==> src/gmii_pkg.sv <==
package gmii_pkg;

   // Widths with a meaning of their own
   typedef logic [7:0]  byte_t;
   typedef logic [7:0]  buf_addr_t;
   typedef logic [8:0]  frame_len_t;  // 1 to 256 bytes
   typedef logic [31:0] crc_t;

   localparam int BUF_DEPTH = 256;

   // Ethernet framing
   localparam byte_t PREAMBLE_BYTE = 8'h55;
   localparam int    PREAMBLE_LEN  = 7;
   localparam byte_t SFD_BYTE      = 8'hD5;
   localparam int    IFG_LEN       = 12;    // Idle cycles after each frame

   // Reflected CRC-32 as used for the FCS
   localparam crc_t CRC_INIT        = 32'hFFFF_FFFF;
   localparam crc_t CRC_POLY        = 32'hEDB8_8320;
   localparam crc_t CRC_RESIDUE_XOR = 32'hFFFF_FFFF;

   localparam int SPI_LANES = 4;

   typedef enum logic [2:0] {
      TX_IDLE,
      TX_PREAMBLE,
      TX_SFD,
      TX_DATA,
      TX_FCS,
      TX_IFG
   } tx_state_t;

   // Lane of each device is its code minus one
   typedef enum logic [2:0] {
      SPI_NONE,
      SPI_CLKGEN,
      SPI_DAC,
      SPI_TX_DB,
      SPI_RX_DB
   } spi_dev_t;

endpackage

==> src/frame_rd_if.sv <==
`timescale 1ns/1ps

interface frame_rd_if;
   import gmii_pkg::*;

   buf_addr_t  rd_addr;
   byte_t      rd_data;      // Valid one cycle after rd_en
   frame_len_t wr_seen_len;  // Length of the payload last written
   logic       rd_en;

   modport framer (
      output rd_addr,
      output rd_en,
      input  rd_data,
      input  wr_seen_len
   );

   modport buffer (
      input  rd_addr,
      input  rd_en,
      output rd_data,
      output wr_seen_len
   );

endinterface

==> src/crc32_byte.sv <==
`timescale 1ns/1ps

module crc32_byte (
   input  logic            GMII_GTX_CLK_int,
   input  logic            arst_n_i,
   input  logic            clear_i,
   input  logic            update_i,
   input  gmii_pkg::byte_t data_i,
   output gmii_pkg::crc_t  crc_o
);
   import gmii_pkg::*;

   crc_t crc_q;

   // One byte through the reflected CRC, LSB first
   function automatic crc_t crc_next(input crc_t crc, input byte_t data);
      crc_t r;
      r = crc ^ {24'h0, data};
      for (int i = 0; i < 8; i++)
      begin
         if (r[0])
            r = (r >> 1) ^ CRC_POLY;
         else
            r = r >> 1;
      end
      return r;
   endfunction

   always_ff @(posedge GMII_GTX_CLK_int or negedge arst_n_i)
   begin
      if (!arst_n_i)
         crc_q <= CRC_INIT;
      else if (clear_i)
         crc_q <= CRC_INIT;  // Clear wins over update
      else if (update_i)
         crc_q <= crc_next(crc_q, data_i);
   end

   assign crc_o = crc_q;

endmodule

==> src/gmii_framer.sv <==
`timescale 1ns/1ps

module gmii_framer (
   input  logic            GMII_GTX_CLK_int,
   input  logic            arst_n_i,
   input  logic            start_i,
   input  logic            abort_i,
   frame_rd_if.framer      rd,
   output gmii_pkg::byte_t txd_o,
   output logic            tx_en_o,
   output logic            tx_er_o,
   output logic            busy_o
);
   import gmii_pkg::*;

   tx_state_t  state_q;
   frame_len_t cnt_q;     // Position within the current phase
   frame_len_t rd_cnt_q;  // Next payload address to read
   frame_len_t len_q;
   logic       start_ok;
   logic       rd_en;
   crc_t       crc;
   crc_t       fcs;

   // Empty buffer means nothing to send
   assign start_ok = start_i && (rd.wr_seen_len != '0);

   // Read one byte ahead of the data phase
   assign rd_en = (state_q == TX_SFD) ||
                  ((state_q == TX_DATA) && (rd_cnt_q < len_q));

   assign rd.rd_en   = rd_en;
   assign rd.rd_addr = rd_cnt_q[7:0];

   crc32_byte crc32_byte_inst (
      .GMII_GTX_CLK_int (GMII_GTX_CLK_int),
      .arst_n_i         (arst_n_i),
      .clear_i          ((state_q == TX_IDLE) && start_ok),
      .update_i         (state_q == TX_DATA),
      .data_i           (rd.rd_data),
      .crc_o            (crc)
   );

   assign fcs = crc ^ CRC_RESIDUE_XOR;

   always_ff @(posedge GMII_GTX_CLK_int or negedge arst_n_i)
   begin
      if (!arst_n_i)
      begin
         state_q  <= TX_IDLE;
         cnt_q    <= '0;
         rd_cnt_q <= '0;
         len_q    <= '0;
      end
      else
      begin
         if (rd_en)
            rd_cnt_q <= rd_cnt_q + 9'd1;
         case (state_q)
            TX_IDLE:
               if (start_ok)
               begin
                  state_q  <= TX_PREAMBLE;
                  cnt_q    <= '0;
                  rd_cnt_q <= '0;
                  len_q    <= rd.wr_seen_len;  // Length fixed for the frame
               end
            TX_PREAMBLE:
               if (cnt_q == frame_len_t'(PREAMBLE_LEN - 1))
               begin
                  state_q <= TX_SFD;
                  cnt_q   <= '0;
               end
               else
                  cnt_q <= cnt_q + 9'd1;
            TX_SFD:
               state_q <= TX_DATA;
            TX_DATA:
               if (abort_i)
               begin
                  state_q <= TX_IFG;  // No FCS after an abort
                  cnt_q   <= '0;
               end
               else if (cnt_q == len_q - 9'd1)
               begin
                  state_q <= TX_FCS;
                  cnt_q   <= '0;
               end
               else
                  cnt_q <= cnt_q + 9'd1;
            TX_FCS:
               if (cnt_q == 9'd3)
               begin
                  state_q <= TX_IFG;
                  cnt_q   <= '0;
               end
               else
                  cnt_q <= cnt_q + 9'd1;
            TX_IFG:
               if (cnt_q == frame_len_t'(IFG_LEN))  // One more for the pad register delay
               begin
                  state_q <= TX_IDLE;
                  cnt_q   <= '0;
               end
               else
                  cnt_q <= cnt_q + 9'd1;
            default:
               state_q <= TX_IDLE;
         endcase
      end
   end

   always_comb
   begin
      txd_o   = '0;
      tx_en_o = 1'b0;
      case (state_q)
         TX_PREAMBLE:
         begin
            txd_o   = PREAMBLE_BYTE;
            tx_en_o = 1'b1;
         end
         TX_SFD:
         begin
            txd_o   = SFD_BYTE;
            tx_en_o = 1'b1;
         end
         TX_DATA:
         begin
            txd_o   = rd.rd_data;
            tx_en_o = 1'b1;
         end
         TX_FCS:
         begin
            txd_o   = fcs[{cnt_q[1:0], 3'b000} +: 8];  // LSB first
            tx_en_o = 1'b1;
         end
         default:
         begin
            txd_o   = '0;
            tx_en_o = 1'b0;
         end
      endcase
   end

   assign tx_er_o = (state_q == TX_DATA) && abort_i;  // Marks the aborted byte
   assign busy_o  = (state_q != TX_IDLE);

endmodule

==> src/gmii_io_top.sv <==
`timescale 1ns/1ps

module gmii_io_top (
   input  logic                           GMII_GTX_CLK_int,
   input  logic                           arst_n_i,
   input  logic                           wr_en_i,
   input  gmii_pkg::buf_addr_t            wr_addr_i,
   input  gmii_pkg::byte_t                wr_data_i,
   input  logic                           start_i,
   input  logic                           abort_i,
   output gmii_pkg::byte_t                gmii_txd_o,
   output logic                           gmii_tx_en_o,
   output logic                           gmii_tx_er_o,
   output logic                           busy_o,
   input  gmii_pkg::spi_dev_t             spi_sel_i,
   input  logic                           sclk_i,
   input  logic                           mosi_i,
   input  logic [gmii_pkg::SPI_LANES-1:0] sdo_i,
   output logic [gmii_pkg::SPI_LANES-1:0] sen_o,
   output logic [gmii_pkg::SPI_LANES-1:0] sclk_o,
   output logic [gmii_pkg::SPI_LANES-1:0] sdi_o,
   output logic                           miso_o
);
   import gmii_pkg::*;

   byte_t txd_unreg;
   logic  tx_en_unreg;
   logic  tx_er_unreg;

   frame_rd_if rd_if ();

   tx_frame_buf tx_frame_buf_inst (
      .GMII_GTX_CLK_int (GMII_GTX_CLK_int),
      .arst_n_i         (arst_n_i),
      .wr_en_i          (wr_en_i),
      .wr_addr_i        (wr_addr_i),
      .wr_data_i        (wr_data_i),
      .rd               (rd_if)
   );

   gmii_framer gmii_framer_inst (
      .GMII_GTX_CLK_int (GMII_GTX_CLK_int),
      .arst_n_i         (arst_n_i),
      .start_i          (start_i),
      .abort_i          (abort_i),
      .rd               (rd_if),
      .txd_o            (txd_unreg),
      .tx_en_o          (tx_en_unreg),
      .tx_er_o          (tx_er_unreg),
      .busy_o           (busy_o)
   );

   spi_fanout spi_fanout_inst (
      .spi_sel_i (spi_sel_i),
      .sclk_i    (sclk_i),
      .mosi_i    (mosi_i),
      .sdo_i     (sdo_i),
      .sen_o     (sen_o),
      .sclk_o    (sclk_o),
      .sdi_o     (sdi_o),
      .miso_o    (miso_o)
   );

   // Pad register stage for the GMII transmit lines
   always_ff @(posedge GMII_GTX_CLK_int or negedge arst_n_i)
   begin
      if (!arst_n_i)
      begin
         gmii_txd_o   <= '0;
         gmii_tx_en_o <= 1'b0;
         gmii_tx_er_o <= 1'b0;
      end
      else
      begin
         gmii_txd_o   <= txd_unreg;
         gmii_tx_en_o <= tx_en_unreg;
         gmii_tx_er_o <= tx_er_unreg;
      end
   end

endmodule

==> src/spi_fanout.sv <==
`timescale 1ns/1ps

module spi_fanout (
   input  gmii_pkg::spi_dev_t                spi_sel_i,
   input  logic                              sclk_i,
   input  logic                              mosi_i,
   input  logic [gmii_pkg::SPI_LANES-1:0]    sdo_i,
   output logic [gmii_pkg::SPI_LANES-1:0]    sen_o,
   output logic [gmii_pkg::SPI_LANES-1:0]    sclk_o,
   output logic [gmii_pkg::SPI_LANES-1:0]    sdi_o,
   output logic                              miso_o
);
   import gmii_pkg::*;

   logic [SPI_LANES-1:0] lane_sel;

   // One lane per device, none for SPI_NONE
   always_comb
   begin
      lane_sel = '0;
      case (spi_sel_i)
         SPI_CLKGEN: lane_sel = 4'b0001;
         SPI_DAC:    lane_sel = 4'b0010;
         SPI_TX_DB:  lane_sel = 4'b0100;
         SPI_RX_DB:  lane_sel = 4'b1000;
         default:    lane_sel = '0;
      endcase
   end

   assign sen_o = ~lane_sel;  // Active low enables

   // Unselected lanes held at zero
   assign sclk_o = ~sen_o & {SPI_LANES{sclk_i}};
   assign sdi_o  = ~sen_o & {SPI_LANES{mosi_i}};

   // Only enabled devices drive the shared MISO
   assign miso_o = |(~sen_o & sdo_i);

endmodule

==> src/tx_frame_buf.sv <==
`timescale 1ns/1ps

module tx_frame_buf (
   input  logic                GMII_GTX_CLK_int,
   input  logic                arst_n_i,
   input  logic                wr_en_i,
   input  gmii_pkg::buf_addr_t wr_addr_i,
   input  gmii_pkg::byte_t     wr_data_i,
   frame_rd_if.buffer          rd
);
   import gmii_pkg::*;

   byte_t      mem_q [BUF_DEPTH];
   byte_t      rd_data_q;
   frame_len_t len_q;
   frame_len_t wr_len;
   logic       fresh_q;  // Payload was read, next write starts a new one

   assign wr_len = frame_len_t'(wr_addr_i) + 9'd1;

   always_ff @(posedge GMII_GTX_CLK_int)
   begin
      if (wr_en_i)
         mem_q[wr_addr_i] <= wr_data_i;
      if (rd.rd_en)
         rd_data_q <= mem_q[rd.rd_addr];  // Registered read
   end

   // High-water mark of the current payload
   always_ff @(posedge GMII_GTX_CLK_int or negedge arst_n_i)
   begin
      if (!arst_n_i)
      begin
         len_q   <= '0;
         fresh_q <= 1'b0;
      end
      else if (wr_en_i)
      begin
         fresh_q <= 1'b0;
         if (fresh_q || (wr_len > len_q))
            len_q <= wr_len;
      end
      else if (rd.rd_en)
         fresh_q <= 1'b1;
   end

   assign rd.rd_data     = rd_data_q;
   assign rd.wr_seen_len = len_q;

endmodule
==> config.mk <==
export PLATFORM = sky130hd
export DESIGN_NAME = gmii_io_top
export DESIGN_NICKNAME = d
export VERILOG_FILES = /design/src/gmii_pkg.sv /design/src/frame_rd_if.sv /design/src/crc32_byte.sv /design/src/gmii_framer.sv /design/src/gmii_io_top.sv /design/src/spi_fanout.sv /design/src/tx_frame_buf.sv
export SDC_FILE = /design/constraint.sdc
export NUM_CORES = 2
export LEC_CHECK = 0
export BUFFER_PORTS_ARGS = -buffer_cell sky130_fd_sc_hd__clkbuf_2
export CORE_ASPECT_RATIO = 0.8
export CORE_MARGIN = 2
export CORE_UTILIZATION = 55
export DETAILED_ROUTE_END_ITERATION = 6
export PLACE_DENSITY = 0.7
export SLEW_MARGIN = 20
export SYNTH_ARGS = -nofsm -noshare
export SYNTH_HDL_FRONTEND = slang
export SYNTH_SLANG_ARGS = --single-unit
==> constraint.sdc <==
create_clock -name GMII_GTX_CLK_int -period 3.6 [get_ports GMII_GTX_CLK_int]
set_clock_uncertainty 0.05 [all_clocks]
set_input_delay 0.54 -clock GMII_GTX_CLK_int [delete_from_list [all_inputs] [get_ports GMII_GTX_CLK_int]]
set_output_delay 0.54 -clock GMII_GTX_CLK_int [all_outputs]
set_load 0.01 [all_outputs]
==> summary.md <==
| Metric | Value |
|---|---|
| Status | `finished, violations left` |
| Failing checks | `negative setup slack` |
| Critical path data required time | `4220 ps` |
| Die X | `~440 um` |
| Slew HR | `0.276` |
| Initial antenna violation count | `7` |
| Residual DRC count | `0` |
| # fillers | `~10000` |
| Yosys reg bits | `2138` |
| Routed vias/inst | `6.60` |
| Final Cycle Share | `1.00` |
| Switch share | `0.260` |
| Crit path largest cell delay | `a little under 800 ps` |
| # rows | `around 130` |
| Design Area, Final | `about 97000 um^2` |
| Most frequent cells in the layout | `edfxtp_1 (2056), buf_4 (461), mux4_2 (436), nor2_1 (310), clkbuf_16 (195)` |
| Pwr Density | `596 nW/um^2` |
| P_sw | `0.0150 W` |
| # setup viols final | `1` |
| Drt total wl | `roughly 230 mm` |
| Setup WS pre-CTS | `-285 ps` |
| Achievable Freq | `between 200 and 300 MHz` |
| Total CTS buffers | `between 150 and 200` |
| Fraction of layout cells with a size suffix above 1 | `0.270` |
| Combinational share of power | `0.179` |
| Top FF cell, synth | `edfxtp_1` |
| Clock period minus worst slack | `3600 ps` |
| Slew Limit Fails | `0` |
| EDFF count, synth | `between 2000 and 2500` |
| DR WL/cell | `32.6 um` |
| Post-synthesis cell count | `4323` |
| DP Area | `between 90000 and 100000 um^2` |
| Worst Tran Pin Value | `1090 ps` |
| CTS Sinks | `approximately 2100` |
| H-tree Lvls | `4` |
| Largest net degree at the start of global routing | `between 100 and 150` |
| Final WS setup | `-3.13 ps` |
| Final std cells w/o fill | `roughly 7000` |
| Initial Utilization | `0.553` |
| Seq/Total Area, Yosys | `0.748` |
| Synth warn | `0` |
| Startpoint Class | `register` |
| Crit path max fanout | `18` |
| Syn avg cell area | `between 15 and 20 um^2` |
| Total vias in the final route | `about 46000` |
| Ports | `54` |
| Area of the multi-input gates | `roughly 20000 um^2` |
| Number of port buffers | `53` |
| Most common cell after layout, fill and taps aside | `edfxtp_1` |
| Number of global-route vias before repair | `around 44000` |
| Clock share of power | `0.332` |
| Core area | `between 150000 and 200000 um^2` |
| Seq. cell area | `about 64000 um^2` |
| Yosys cell types | `between 80 and 90` |
| CTS Buffer Depth | `3` |
| Total grt overflow | `0` |
| CTS Root Cell | `clkbuf_16` |
| Family with the most delay on the worst path | `compound AO/OA/AOI/OAI gates` |
| RePlAce Congestion | `0.895` |
| DR pass1 iterations | `6` |
| CP max-delay cell | `o22ai_1` |
| Post-DP HPWL | `143 mm` |
| Clock Pin Slew Worst Setup and Hold Paths | `approximately 70 ps` |
| Critical path class | `register to register` |
| Area of the die | `158000 um^2` |
| Die Ht | `356 um` |
| Initial DRC count | `7449` |
| CP most frequent cell | `buf_4` |
| VDD IR-drop max | `roughly 0.49 mV` |
| CP bufs+invs | `3` |
| Area Growth Syn to Fin | `13.7%` |
| Tot GR Track Use | `0.290` |
| TritonCTS clock tree | `yes` |
| Global-route wire length before repair | `between 300 and 400 mm` |
| CP cell instances | `inv_4, nor2_4, buf_4, a22o_1, a221oi_1, o22ai_1, nor3_2, buf_4, nor4_2` |
| CP endpoint kind | `register` |
| Worst-skew pair later-pin latency | `~850 ps` |
| Net Count, Synth | `4379` |
| Worst EP arrival | `approximately 4200 ps` |
| Worst hold path type | `primary input to register` |
| Flop pwr share | `0.488` |
| Final hold vios | `0` |
| # Max-Cap Violations | `0` |
| Int Power | `between 0.04 and 0.05 W` |
| Lkg Pwr | `about 31 nW` |
| Async SR Flop Fraction | `0.0384` |
| Mapped Area | `about 85000 um^2` |
| Layout Nets | `between 4000 and 5000` |
| Placed Cells | `6655` |
| Post-route ant nets | `0` |
==> routing by layer <==
metal  global-route usage  routed length (um)  vias to the layer above
li1                     -                   -                    18700
met1                0.432               89800                    24000
met2                0.423              102000                     3098
met3               0.0832               30000                      422
met4               0.0839                6670                        6
met5                    0                  46                        -
==> Yosys cell counts, types with 7 or more instances <==
| cell | count | share of area |
|---|---|---|
| edfxtp_1 | 2056 | 0.72 |
| mux4_2 | 436 | 0.12 |
| nor2_1 | 313 | 0.014 |
| mux2i_1 | 185 | 0.022 |
| nand2_1 | 144 | 0.0063 |
| a21oi_1 | 123 | 0.0072 |
| a22oi_1 | 103 | 0.0091 |
| clkbuf_1 | 96 | 0.0042 |
| buf_2 | 66 | 0.0039 |
| xnor2_1 | 63 | 0.0065 |
| dfrtp_1 | 50 | 0.015 |
| o21ai_0 | 48 | 0.0028 |
| nand3_1 | 47 | 0.0028 |
| o211ai_1 | 35 | 0.0031 |
| buf_6 | 34 | 0.0045 |
| dfstp_2 | 32 | 0.0098 |
| inv_1 | 32 | 0.0014 |
| a221oi_1 | 30 | 0.0031 |
| nor3_1 | 29 | 0.0017 |
| a211oi_1 | 26 | 0.0023 |
| ha_1 | 26 | 0.0038 |
| xor2_1 | 26 | 0.0027 |
| o22ai_1 | 24 | 0.0018 |
| mux4_1 | 21 | 0.0065 |
| nor2b_1 | 19 | 0.0014 |
| o221ai_1 | 19 | 0.0019 |
| buf_4 | 18 | 0.0016 |
| a22o_1 | 16 | 0.0016 |
| and2_1 | 16 | 0.0012 |
| a31oi_1 | 15 | 0.0011 |
| nand2b_1 | 15 | 0.0011 |
| buf_12 | 13 | 0.0030 |
| and3_1 | 11 | 0.00081 |
| buf_8 | 11 | 0.0019 |
| clkbuf_4 | 10 | 0.00088 |
| a21o_1 | 7 | 0.00062 |
| buf_1 | 7 | 0.00031 |
==> kinds of logic after synthesis <==
group,count (synthesis),share of synthesized area
adders and majority gates,26,0.00381
xor gates and xnor gates,89,0.00913
DFF,2138,0.748
and+or+nand+nor,619,0.0312
buffers and inverters,295,0.0227
AOI/OAI and AO/OA,510,0.0416
muxes,646,0.144
==> power by group through the flow <==
stage          Combinational (W)  Sequential, W  Clock (W)
6_report                  0.0104         0.0283     0.0192
5_1_grt                   0.0111         0.0283     0.0204
4_1_cts                   0.0102         0.0283     0.0194
3_5_place_dp              0.0102         0.0288          0
3_3_place_gp              0.0101         0.0288          0
2_1_floorplan            0.00727         0.0286          0
==> per-stage QoR <==
stage / hold WS [ps] / util / TNS (ps) / power (W)
2_1_floorplan: 194 / - / 0 / 0.0358
3_3_place_gp: 433 / 0.590 / -546 / 0.0389
3_5_place_dp: 443 / 0.590 / -517 / 0.0390
4_1_cts: 137 / 0.628 / 0 / 0.0579
5_1_grt: 160 / 0.629 / -11.3 / 0.0598
6_report: 177 / 0.629 / -3.13 / 0.0579
==> worst register-to-register path: stages (launching register included) <==
cell      delay, ps
dfrtp_4         620
inv_4           230
nor2_4          340
buf_4           470
a22o_1          270
a221oi_1         80
o22ai_1         790
nor3_2          160
buf_4           190
nor4_2          230
==> registers in the layout (all words and copies together), names as in the netlist <==
name,cells
gmii_txd_o,8
tx_frame_buf_inst.rd.rd_data,8
gmii_framer_inst.state_q,3
gmii_framer_inst.len_q,9
tx_frame_buf_inst.fresh_q,1
gmii_framer_inst.cnt_q,9
tx_frame_buf_inst.mem_q,2048
gmii_tx_er_o,1
gmii_tx_en_o,1
gmii_framer_inst.rd_cnt_q,9
tx_frame_buf_inst.rd.wr_seen_len,9
gmii_framer_inst.crc32_byte_inst.crc_o,32
==> what timing repair did <==
action | 4_1_cts | 5_1_grt
endpoints found under the hold margin | 50 | 0
resized for setup | 5 | 3
endpoints found under the setup margin | 3 | 8
hold buffers | 3 | 0
buffers inserted | 0 | 8
==> path summary, 6_finish.rpt <==
check                                                           startpoint                                                      to  slack [ps]  cells past startpoint
max                                 gmii_framer_inst.rd_cnt_q[2]$_DFF_PN0_               tx_frame_buf_inst.rd.rd_data[5]$_DFFE_PN_          -3                      9
max in group asynchronous                                         arst_n_i  gmii_framer_inst.crc32_byte_inst.crc_o[31]$_DFFE_PN1P_        2530                      3
min                                                           wr_data_i[3]               tx_frame_buf_inst.mem_q[228][3]$_DFFE_PP_         180                      1
min in group asynchronous                                         arst_n_i                                 gmii_txd_o[6]$_DFF_PN0_         270                      2
max reg2reg                         gmii_framer_inst.rd_cnt_q[2]$_DFF_PN0_               tx_frame_buf_inst.rd.rd_data[5]$_DFFE_PN_          -3                      9
min reg2reg                tx_frame_buf_inst.rd.wr_seen_len[6]$_DFFE_PN0P_                   gmii_framer_inst.len_q[6]$_DFFE_PN0P_         460                      2
==> cell type report <==
cell class                 count  area share
antenna                        8    0.000206
clock buffer                 244      0.0524
clock inverter               101     0.00706
inverter                      34     0.00134
multi-input combinational   1890       0.204
sequential                  2138       0.658
tap                         2030      0.0262
timing repair buffer         574      0.0513
No activity file was read; power rests on OpenSTA's default activity.
